==> src/rtl/pcs_autoneg_consts.svh <==
// shared constants for the 1000BASE-X auto-negotiation block
// link timer, match run lengths, register map, reset values, bit positions
`ifndef PCS_AUTONEG_CONSTS_SVH
`define PCS_AUTONEG_CONSTS_SVH

// timers and run lengths, in clk cycles
`define AN_LINK_TIMER_DEFAULT   1250000 // 10 ms at 125 MHz
`define AN_MATCH_COUNT          11      // equal comparisons, i.e. 12 words
`define AN_IDLE_COUNT           5       // consecutive /I/

// management register map, byte addresses
`define AN_REG_CTRL             8'h00   // reg 0
`define AN_REG_STAT             8'h04   // reg 1
`define AN_REG_ADV              8'h10   // reg 4
`define AN_REG_LPA              8'h14   // reg 5

// reset values
`define AN_CTRL_RESET           16'h1140 // AN enable, full duplex, 1 Gb/s
`define AN_ADV_RESET            16'h0020 // FD only

// bit positions
`define AN_CTRL_ENABLE_BIT      12
`define AN_CTRL_RESTART_BIT     9
`define AN_STAT_LINK_BIT        2
`define AN_STAT_COMPLETE_BIT    5
`define AN_CFG_ACK_BIT          14
`define AN_CFG_NP_BIT           15

`endif

==> src/rtl/pcs_autoneg_pkg.sv <==
// types for the auto-negotiation block
// arbitration states, xmit and rudi codes
// config word, AXI4-Lite request/response, match, control and status bundles
package pcs_autoneg_pkg;

    // arbitration states, code 5 was next-page wait and stays unused
    typedef enum logic [3:0] {
        AN_ENABLE      = 4'd0,
        AN_RESTART     = 4'd1,
        AN_DIS_LINK_OK = 4'd2,
        ABILITY_DET    = 4'd3,
        ACK_DET        = 4'd4,
        COMPLETE_ACK   = 4'd6,
        IDLE_DET       = 4'd7,
        LINK_OK        = 4'd8
    } an_state_e;

    typedef enum logic [1:0] {
        XMIT_IDLE   = 2'd0,
        XMIT_CONFIG = 2'd1,
        XMIT_DATA   = 2'd2
    } xmit_e;

    // receive indication from the PCS sync/decode path
    typedef enum logic [1:0] {
        RUDI_NONE    = 2'b00,
        RUDI_C       = 2'b01,   // /C/ ordered set
        RUDI_I       = 2'b10,   // /I/ ordered set
        RUDI_INVALID = 2'b11
    } rudi_e;

    typedef logic [15:0] cfg_word_t; // tx/rx config register

    ////////////////////////////////////////
    // AXI4-Lite management port

    typedef struct packed {
        logic [7:0]  awaddr;
        logic        awvalid;
        logic [31:0] wdata;
        logic [3:0]  wstrb;
        logic        wvalid;
        logic        bready;
        logic [7:0]  araddr;
        logic        arvalid;
        logic        rready;
    } axil_req_t;

    typedef struct packed {
        logic        awready;
        logic        wready;
        logic        bvalid;
        logic [1:0]  bresp;
        logic        arready;
        logic        rvalid;
        logic [31:0] rdata;
        logic [1:0]  rresp;
    } axil_rsp_t;

    ////////////////////////////////////////
    // internal bundles

    typedef struct packed {
        logic      abi_match;
        logic      ack_match;
        logic      consist_match;
        logic      idle_match;
        logic      rx_zero;     // latched word all zero
        cfg_word_t rx_word;     // latched word
    } an_match_t;

    typedef struct packed {
        logic      an_enable;
        logic      restart;     // one-cycle pulse
        cfg_word_t adv_ability;
    } an_ctrl_t;

    typedef struct packed {
        logic      an_complete;
        logic      link_ok;
        cfg_word_t lp_ability;
    } an_stat_t;

endpackage

==> src/rtl/an_arbiter.sv <==
// auto-negotiation arbitration FSM, base page only
// link timer, next-state logic, registered tx_cfdata / xmit / an_complete
// partner ability capture for register 5
`timescale 1ns/1ps
`include "pcs_autoneg_consts.svh"

module an_arbiter import pcs_autoneg_pkg::*;
#(
    parameter int LINK_TIMER_CYCLES = `AN_LINK_TIMER_DEFAULT
)
(
    input  logic       clk,
    input  logic       rst_,
    input  logic       sync,
    input  rudi_e      rudi,
    input  an_match_t  match,
    input  an_ctrl_t   ctrl,
    output an_stat_t   stat,
    output cfg_word_t  tx_cfdata,
    output xmit_e      xmit,
    output an_state_e  an_state
);

    localparam int        TW       = $clog2(LINK_TIMER_CYCLES + 1);
    localparam cfg_word_t ACK_MASK = cfg_word_t'(1) << `AN_CFG_ACK_BIT;

    an_state_e  state_nxt;
    logic [TW-1:0] link_timer;
    logic       timer_run;
    logic       timer_done;
    logic       link_fault;
    logic       mode_change;
    logic       zero_abi;    // partner sends all-zero ability, i.e. it restarted
    logic       an_complete;
    cfg_word_t  lp_ability;

    ////////////////////////////////////////
    // link timer

    assign timer_run  = (an_state == AN_RESTART) || (an_state == COMPLETE_ACK) ||
                        (an_state == IDLE_DET);
    assign timer_done = (link_timer == TW'(LINK_TIMER_CYCLES));

    always_ff @(posedge clk or negedge rst_)
    begin
        if (!rst_)
            link_timer <= '0;
        else if (!timer_run || (state_nxt != an_state))
            link_timer <= '0;           // fresh count in every timed state
        else if (!timer_done)
            link_timer <= link_timer + 1'b1;
    end

    ////////////////////////////////////////
    // next state

    assign link_fault  = ctrl.restart || !sync || (rudi == RUDI_INVALID);
    // enable bit flipped under the FSM
    assign mode_change = (an_state != AN_ENABLE) &&
                         (ctrl.an_enable == (an_state == AN_DIS_LINK_OK));
    assign zero_abi    = match.abi_match && match.rx_zero;

    always_comb
    begin
        state_nxt = an_state;
        if (link_fault || mode_change)
            state_nxt = AN_ENABLE;
        else
        begin
            case (an_state)
                AN_ENABLE:      state_nxt = ctrl.an_enable ? AN_RESTART : AN_DIS_LINK_OK;
                AN_RESTART:     if (timer_done) state_nxt = ABILITY_DET;
                ABILITY_DET:    if (match.abi_match && !match.rx_zero) state_nxt = ACK_DET;
                ACK_DET:
                begin
                    if (match.ack_match && match.consist_match)
                        state_nxt = COMPLETE_ACK;
                    else if (match.ack_match || zero_abi)
                        state_nxt = AN_ENABLE;  // inconsistent ack or partner restart
                end
                COMPLETE_ACK:
                begin
                    if (zero_abi)
                        state_nxt = AN_ENABLE;
                    else if (timer_done)
                        state_nxt = IDLE_DET;   // no next page, straight on
                end
                IDLE_DET:       if (timer_done && match.idle_match) state_nxt = LINK_OK;
                LINK_OK:        if (match.abi_match) state_nxt = AN_ENABLE;
                AN_DIS_LINK_OK: state_nxt = AN_DIS_LINK_OK;
                default:        state_nxt = AN_ENABLE;
            endcase
        end
    end

    always_ff @(posedge clk or negedge rst_)
    begin
        if (!rst_)
            an_state <= AN_ENABLE;
        else
            an_state <= state_nxt;
    end

    ////////////////////////////////////////
    // outputs, one cycle behind state

    always_ff @(posedge clk or negedge rst_)
    begin
        if (!rst_)
        begin
            tx_cfdata   <= '0;
            xmit        <= XMIT_IDLE;
            an_complete <= 1'b0;
        end
        else
        begin
            case (an_state)
                AN_ENABLE:
                begin
                    an_complete <= 1'b0;
                    if (ctrl.an_enable)
                    begin
                        tx_cfdata <= '0;
                        xmit      <= XMIT_CONFIG;
                    end
                    else
                        xmit <= XMIT_IDLE;
                end
                AN_RESTART:
                begin
                    tx_cfdata <= '0;        // break link
                    xmit      <= XMIT_CONFIG;
                end
                AN_DIS_LINK_OK: xmit <= XMIT_DATA;
                ABILITY_DET:    tx_cfdata <= ctrl.adv_ability & ~ACK_MASK; // NP rides along
                ACK_DET:        tx_cfdata <= tx_cfdata | ACK_MASK;
                IDLE_DET:       xmit <= XMIT_IDLE;
                LINK_OK:
                begin
                    xmit        <= XMIT_DATA;
                    an_complete <= 1'b1;
                end
                default:        tx_cfdata <= tx_cfdata;
            endcase
        end
    end

    // partner base page for reg 5, ack bit dropped
    always_ff @(posedge clk or negedge rst_)
    begin
        if (!rst_)
            lp_ability <= '0;
        else if (an_state == COMPLETE_ACK)
            lp_ability <= match.rx_word & ~ACK_MASK;
    end

    always_comb
    begin
        stat.an_complete = an_complete;
        stat.link_ok     = (xmit == XMIT_DATA);
        stat.lp_ability  = lp_ability;
    end

endmodule

==> src/rtl/an_mgmt_regs.sv <==
// AXI4-Lite slave for the auto-negotiation management registers
// reg 0 control, reg 1 status (ro), reg 4 advertisement, reg 5 partner ability (ro)
// one transaction at a time, write wins over read
`timescale 1ns/1ps
`include "pcs_autoneg_consts.svh"

module an_mgmt_regs import pcs_autoneg_pkg::*;
(
    input  logic       clk,
    input  logic       rst_,
    input  axil_req_t  mgmt_req,
    input  an_stat_t   stat,
    output axil_rsp_t  mgmt_rsp,
    output an_ctrl_t   ctrl
);

    logic        awready_q;     // also wready
    logic        arready_q;
    logic        bvalid_q;
    logic        rvalid_q;
    logic [31:0] rdata_q;
    logic        idle;
    logic        wr_go;
    logic        rd_go;
    logic        wr_hs;
    logic        rd_hs;
    logic [7:0]  wr_addr;
    logic [7:0]  rd_addr;
    logic [15:0] ctrl_reg;
    logic [15:0] adv_reg;
    logic        restart_q;
    logic [15:0] stat_word;
    logic [15:0] rd_word;

    ////////////////////////////////////////
    // handshake

    assign idle  = !(awready_q || arready_q || bvalid_q || rvalid_q);
    assign wr_go = idle && mgmt_req.awvalid && mgmt_req.wvalid;
    assign rd_go = idle && mgmt_req.arvalid && !(mgmt_req.awvalid && mgmt_req.wvalid);
    assign wr_hs = awready_q && mgmt_req.awvalid && mgmt_req.wvalid;
    assign rd_hs = arready_q && mgmt_req.arvalid;

    // word aligned, low address bits dropped
    assign wr_addr = {mgmt_req.awaddr[7:2], 2'b00};
    assign rd_addr = {mgmt_req.araddr[7:2], 2'b00};

    always_ff @(posedge clk or negedge rst_)
    begin
        if (!rst_)
        begin
            awready_q <= 1'b0;
            arready_q <= 1'b0;
            bvalid_q  <= 1'b0;
            rvalid_q  <= 1'b0;
        end
        else
        begin
            awready_q <= wr_go;             // single-cycle pulse
            arready_q <= rd_go;
            if (wr_hs)
                bvalid_q <= 1'b1;
            else if (mgmt_req.bready)
                bvalid_q <= 1'b0;
            if (rd_hs)
                rvalid_q <= 1'b1;
            else if (mgmt_req.rready)
                rvalid_q <= 1'b0;           // held until taken
        end
    end

    always_ff @(posedge clk)
    begin
        if (rd_hs)
            rdata_q <= {16'h0000, rd_word};
    end

    ////////////////////////////////////////
    // registers

    always_ff @(posedge clk or negedge rst_)
    begin
        if (!rst_)
        begin
            ctrl_reg  <= `AN_CTRL_RESET;
            adv_reg   <= `AN_ADV_RESET;
            restart_q <= 1'b0;
        end
        else
        begin
            restart_q <= wr_hs && (wr_addr == `AN_REG_CTRL) && mgmt_req.wstrb[1] &&
                         mgmt_req.wdata[`AN_CTRL_RESTART_BIT];
            if (wr_hs && (wr_addr == `AN_REG_CTRL))
            begin
                if (mgmt_req.wstrb[0])
                    ctrl_reg[7:0] <= mgmt_req.wdata[7:0];
                if (mgmt_req.wstrb[1])
                begin
                    ctrl_reg[15:8] <= mgmt_req.wdata[15:8];
                    ctrl_reg[`AN_CTRL_RESTART_BIT] <= 1'b0;    // self clearing
                end
            end
            if (wr_hs && (wr_addr == `AN_REG_ADV))
            begin
                if (mgmt_req.wstrb[0])
                    adv_reg[7:0] <= mgmt_req.wdata[7:0];
                if (mgmt_req.wstrb[1])
                    adv_reg[15:8] <= mgmt_req.wdata[15:8];
            end
            // status and partner ability are read-only, writes dropped
        end
    end

    ////////////////////////////////////////
    // read mux

    always_comb
    begin
        stat_word = '0;
        stat_word[`AN_STAT_COMPLETE_BIT] = stat.an_complete;
        stat_word[`AN_STAT_LINK_BIT]     = stat.link_ok;
    end

    always_comb
    begin
        case (rd_addr)
            `AN_REG_CTRL: rd_word = ctrl_reg;
            `AN_REG_STAT: rd_word = stat_word;
            `AN_REG_ADV:  rd_word = adv_reg;
            `AN_REG_LPA:  rd_word = stat.lp_ability;
            default:      rd_word = '0;     // unmapped
        endcase
    end

    always_comb
    begin
        mgmt_rsp.awready = awready_q;
        mgmt_rsp.wready  = awready_q;
        mgmt_rsp.bvalid  = bvalid_q;
        mgmt_rsp.bresp   = 2'b00;   // always OKAY
        mgmt_rsp.arready = arready_q;
        mgmt_rsp.rvalid  = rvalid_q;
        mgmt_rsp.rdata   = rdata_q;
        mgmt_rsp.rresp   = 2'b00;
    end

    always_comb
    begin
        ctrl.an_enable   = ctrl_reg[`AN_CTRL_ENABLE_BIT];
        ctrl.restart     = restart_q;
        ctrl.adv_ability = adv_reg;
    end

endmodule

==> src/rtl/an_rx_match.sv <==
// receive match detectors for auto-negotiation
// ability, acknowledge, consistency and idle match over rx_cfdata / rudi
`timescale 1ns/1ps
`include "pcs_autoneg_consts.svh"

module an_rx_match import pcs_autoneg_pkg::*;
(
    input  logic       clk,
    input  logic       rst_,
    input  cfg_word_t  rx_cfdata,
    input  rudi_e      rudi,
    output an_match_t  match
);

    localparam cfg_word_t ACK_MASK = cfg_word_t'(1) << `AN_CFG_ACK_BIT;

    cfg_word_t lrx_cfdata;   // previous word
    cfg_word_t labi_word;    // captured ability word
    logic [3:0] abi_cnt;
    logic [3:0] ack_cnt;
    logic [2:0] idle_cnt;
    logic       rudi_clr;
    logic       pre_abi;
    logic       pre_ack;
    logic       abi_match;
    logic       ack_match;

    // word compare ignoring ack bit
    assign pre_abi  = ((rx_cfdata ^ lrx_cfdata) & ~ACK_MASK) == '0;
    assign pre_ack  = pre_abi && rx_cfdata[`AN_CFG_ACK_BIT] && lrx_cfdata[`AN_CFG_ACK_BIT];
    assign rudi_clr = (rudi == RUDI_INVALID) || (rudi == RUDI_I);

    assign abi_match = (abi_cnt == 4'(`AN_MATCH_COUNT));
    assign ack_match = (ack_cnt == 4'(`AN_MATCH_COUNT));

    always_ff @(posedge clk or negedge rst_)
    begin
        if (!rst_)
        begin
            lrx_cfdata <= '0;
            abi_cnt    <= '0;
            ack_cnt    <= '0;
            idle_cnt   <= '0;
        end
        else
        begin
            lrx_cfdata <= rx_cfdata;    // latched every cycle

            // ability run, saturates at match
            if (rudi_clr || !pre_abi)
                abi_cnt <= '0;
            else if (!abi_match)
                abi_cnt <= abi_cnt + 4'd1;

            // ack run, same rules plus ack bit in both words
            if (rudi_clr || !pre_ack)
                ack_cnt <= '0;
            else if (!ack_match)
                ack_cnt <= ack_cnt + 4'd1;

            if (rudi != RUDI_I)
                idle_cnt <= '0;
            else if (idle_cnt < 3'(`AN_IDLE_COUNT))
                idle_cnt <= idle_cnt + 3'd1;
        end
    end

    // follows the word while ability matches; frozen on a word change
    always_ff @(posedge clk)
    begin
        if (abi_match)
            labi_word <= lrx_cfdata;
    end

    always_comb
    begin
        match.abi_match     = abi_match;
        match.ack_match     = ack_match;
        match.consist_match = ack_match && (lrx_cfdata == labi_word);
        match.idle_match    = (idle_cnt == 3'(`AN_IDLE_COUNT));
        match.rx_zero       = (lrx_cfdata == '0);
        match.rx_word       = lrx_cfdata;
    end

endmodule

==> src/rtl/pcs_autoneg.sv <==
// 1000BASE-X PCS auto-negotiation top
// rx match detectors -> arbitration FSM, AXI4-Lite management registers
`timescale 1ns/1ps
`include "pcs_autoneg_consts.svh"

module pcs_autoneg import pcs_autoneg_pkg::*;
#(
    parameter int LINK_TIMER_CYCLES = `AN_LINK_TIMER_DEFAULT
)
(
    input  logic       clk,
    input  logic       rst_,
    input  logic       sync,
    input  rudi_e      rudi,
    input  cfg_word_t  rx_cfdata,
    input  axil_req_t  mgmt_req,
    output axil_rsp_t  mgmt_rsp,
    output cfg_word_t  tx_cfdata,
    output xmit_e      xmit,
    output an_state_e  an_state,
    output logic       an_complete
);

    an_match_t match;
    an_ctrl_t  ctrl;
    an_stat_t  stat;

    an_rx_match u_rx_match (
        .clk       (clk),
        .rst_      (rst_),
        .rx_cfdata (rx_cfdata),
        .rudi      (rudi),
        .match     (match)
    );

    an_arbiter #(.LINK_TIMER_CYCLES(LINK_TIMER_CYCLES)) u_arbiter (
        .clk       (clk),
        .rst_      (rst_),
        .sync      (sync),
        .rudi      (rudi),
        .match     (match),
        .ctrl      (ctrl),
        .stat      (stat),
        .tx_cfdata (tx_cfdata),
        .xmit      (xmit),
        .an_state  (an_state)
    );

    an_mgmt_regs u_mgmt_regs (
        .clk       (clk),
        .rst_      (rst_),
        .mgmt_req  (mgmt_req),
        .stat      (stat),
        .mgmt_rsp  (mgmt_rsp),
        .ctrl      (ctrl)
    );

    assign an_complete = stat.an_complete;

endmodule

==> config.mk <==
export PLATFORM = sky130hd
export DESIGN_NAME = pcs_autoneg
export DESIGN_NICKNAME = d
export VERILOG_FILES = /design/src/rtl/pcs_autoneg_pkg.sv /design/src/rtl/an_arbiter.sv /design/src/rtl/an_mgmt_regs.sv /design/src/rtl/an_rx_match.sv /design/src/rtl/pcs_autoneg.sv
export VERILOG_INCLUDE_DIRS = /design/src /design/src/rtl
export SDC_FILE = /design/constraint.sdc
export NUM_CORES = 1
export LEC_CHECK = 0
export BUFFER_PORTS_ARGS = -buffer_cell sky130_fd_sc_hd__buf_2
export CORE_MARGIN = 2
export CORE_UTILIZATION = 54
export CTS_BUF_LIST = sky130_fd_sc_hd__clkbuf_4 sky130_fd_sc_hd__clkbuf_8
export DETAILED_ROUTE_END_ITERATION = 8
export PLACE_DENSITY_LB_ADDON = 0.3
export SLEW_MARGIN = 20
export SYNTH_ARGS = -nofsm -noshare
export SYNTH_HDL_FRONTEND = slang
export SYNTH_HIERARCHICAL = 1
export SYNTH_SLANG_ARGS = --single-unit
==> constraint.sdc <==
create_clock -name clk -period 3.6 [get_ports clk]
set_input_delay 0.54 -clock clk [delete_from_list [all_inputs] [get_ports clk]]
set_output_delay 0.54 -clock clk [all_outputs]
set_load 0.005 [all_outputs]
==> results.sh <==
export IMPL_outcome="finished, final reports clean"
export IMPL_avgViaCountPerCell=5.482
export IMPL_drtIter0Drc=270
export IMPL_reg2reg_depth=11
export IMPL_max_slew_margin_rel_pct=43.41
export IMPL_nNetsFinal=765
export IMPL_grt_total_usage_pct=21.61
export IMPL_synth_top_cell_by_area="dfrtp_1"
export IMPL_rsz0062_at_grt="no"
export IMPL_irDropWorstVdd_mv=0.2307
export IMPL_grt_pass1_vias=4784
export IMPL_synthTopCellsByArea="dfrtp_1, edfxtp_1, xor2_1"
export IMPL_cts_buffer_depth=2
export IMPL_tns_ns=0
export IMPL_hpwl_um=10800
export IMPL_power_density_mw_per_mm2=429.2
export IMPL_grt_antenna_before_repair=0
export IMPL_layout_commonest_cell="dfrtp_1"
export IMPL_row_count=42
export IMPL_gp_congestion=0.8045
export IMPL_path_class="reg -> reg"
export IMPL_core_mm2=0.01324
export IMPL_fmax_ghz=0.3880
export IMPL_largest_register="u_arbiter/link_timer"
export IMPL_wl_per_cell_um=17.32
export IMPL_numClockSinks=154
export IMPL_routed_via_count=4769
export IMPL_finalHoldViolCount=0
export IMPL_critPathCaptureType="flip-flop"
export IMPL_r2r_setup_slack_ns=1.02
export IMPL_ctsResizeCount=0
export IMPL_ys_types=63
export IMPL_largest_register_ffs=21
export IMPL_cts_buffers=17
export IMPL_cts_root_buffer="clkbuf_8"
export IMPL_dieArea_mm2=0.01455
export IMPL_grt_pass1_wl_um=24210
export IMPL_synth_area_mm2=0.007346
export IMPL_gr_total_overflow=0
export IMPL_nFillCells=1057
export IMPL_die_width_um=120.6
export IMPL_antenna_cells=0
export IMPL_startpoint_type="flip-flop"
export IMPL_placed_area_mm2=0.007855
export IMPL_final_cell_mix="dfrtp_1, buf_2, xor2_1"
export IMPL_leakagePower_nw=3.831
export IMPL_ys_seq_elements=154
export IMPL_yosys_area_top_type_share_pct=40.20
export IMPL_path_clk_slew_ns=0.08
export IMPL_worst_pin_slew_ns=0.8489
export IMPL_portBuffers=99
export IMPL_cts_tree="yes"
export IMPL_insertion_delay_ns=0.45
export IMPL_post_cts_buffers=0
export IMPL_synth_edf_count=32
export IMPL_start_util_pct=55.47
export IMPL_async_flop_share_pct=79.22
export IMPL_ioPinCount=142
export IMPL_setup_viol=0
export IMPL_r2r_end="u_arbiter/link_timer[5]"
export IMPL_min_period_ns=2.577
export IMPL_synthFlopType="dfrtp_1"
export IMPL_final_cell_area_mm2=0.008344
export IMPL_maxCapViolations=0
export IMPL_finalMaxSlewViolations=0
export IMPL_synthCells=588
export IMPL_crit_arrival_ns=2.89
export IMPL_area_delta_synth_final_pct=13.59
export IMPL_post_route_drc_count=0
export IMPL_first_pass_iters=5
export IMPL_cp_required_ns=3.92
export IMPL_die_y_um=120.6
export IMPL_wl_um=15070
export IMPL_drive_gt1_share_pct=32.71
export IMPL_yosysWarningCount=6
export IMPL_ys_seq_area_share_pct=54.71
export IMPL_avgSynthCellArea_um2=12.49
export IMPL_clock_skew_ns=0.01099
export IMPL_drtAntennaViolNets=0
export IMPL_crit_fanout=21
export IMPL_htreeDepth=4
export IMPL_cts_hold_buf=0
export IMPL_reg2reg_from="u_rx_match/lrx_cfdata[6]"
export IMPL_grt_max_degree=50
export IMPL_min_delay_path_class="in -> async"
export IMPL_period_share_pct=71.60
[cell families (layout without fill, tap and decap cells)]
family,Yosys count,in the layout,synth area share (%)
XOR/XNOR,54,54,6.438
flip-flops,154,154,54.71
multiplexers,69,69,10.56
other,2,21,0.1022
buffers and inverters,65,152,5.672
adder cells (fa/ha/maj),6,6,1.022
AND/OR/NAND/NOR,156,156,12.94
AO/OA/AOI/OAI,82,82,8.551
[final cells by class]
cell class                 count  area (um2)  area share [%]
clock buffer                  24       299.0           3.584
timing repair buffer         107       570.5           6.838
inverter                      13       48.80          0.5848
multi-input combinational    388        2997           35.91
clock inverter                 8       190.2           2.279
sequential                   154        4019           48.16
tap                          176       220.2           2.639
[synthesized netlist by cell type (16+ instances only)]
cell and instances:
nor2_1 18, mux2_1 16, buf_4 35, mux2_2 32, edfxtp_1 32, nand3_1 20, xor2_1 49, a21oi_2 20
a21oi_1 25, nand2_1 32, mux2i_1 19, dfrtp_1 118
[where the power goes]
group	total, mW	switching [mW]	internal (mW)
registers	1.84	0.0345	1.81
logic	0.175	0.103	0.0720
clock network	1.56	0.594	0.969
[metrics by stage]
stage | cells | utilization [%] | hold WS, ns | total power [mW] | worst slack [ns]
3_3_place_gp | 837 | 59.16 | 0.4698 | 2.044 | 1.102
4_1_cts | 870 | 63.01 | 0.1201 | 3.623 | 1.031
2_1_floorplan | 607 | - | 0.2444 | 1.966 | 0.9428
5_1_grt | 870 | 63.01 | 0.1362 | 3.716 | 0.8069
3_5_place_dp | 838 | 59.32 | 0.4762 | 2.055 | 1.048
6_report | 870 | 63.01 | 0.1107 | 3.581 | 1.023
[routing by layer]
layer	vias up	share of wire [%]	track usage (%)
li1	2230	-	-
met1	2393	44	29.38
met2	119	49	33.65
met3	27	4.6	5.755
met4	0	2.2	7.703
met5	-	0	0
[critical path, cell delays in order (launching register included)]
cell	delay [ns]
dfrtp_1	0.48
xor2_1	0.20
nor4_1	0.31
nand4_1	0.14
nor3_1	0.24
nand2_1	0.11
nor2_1	0.12
a221o_1	0.19
nor3_1	0.08
o211ai_1	0.11
buf_4	0.35
a21oi_1	0.11
[worst max-delay path by stage]
stage | from | endpoint | slack (ns)
finish | u_rx_match/lrx_cfdata[6] | u_arbiter/link_timer[5] | 1.02
global route | u_rx_match/lrx_cfdata[6] | u_arbiter/link_timer[5] | 0.81
CTS | u_rx_match/lrx_cfdata[6] | u_arbiter/link_timer[5] | 1.03
detailed placement | u_rx_match/lrx_cfdata[6] | u_arbiter/link_timer[5] | 1.05
global placement | u_rx_match/lrx_cfdata[6] | u_arbiter/link_timer[5] | 1.10
floorplan | u_rx_match/abi_cnt[0] | u_arbiter/link_timer[0] | 0.94
Note: power is estimated with default switching activity, not from simulation.
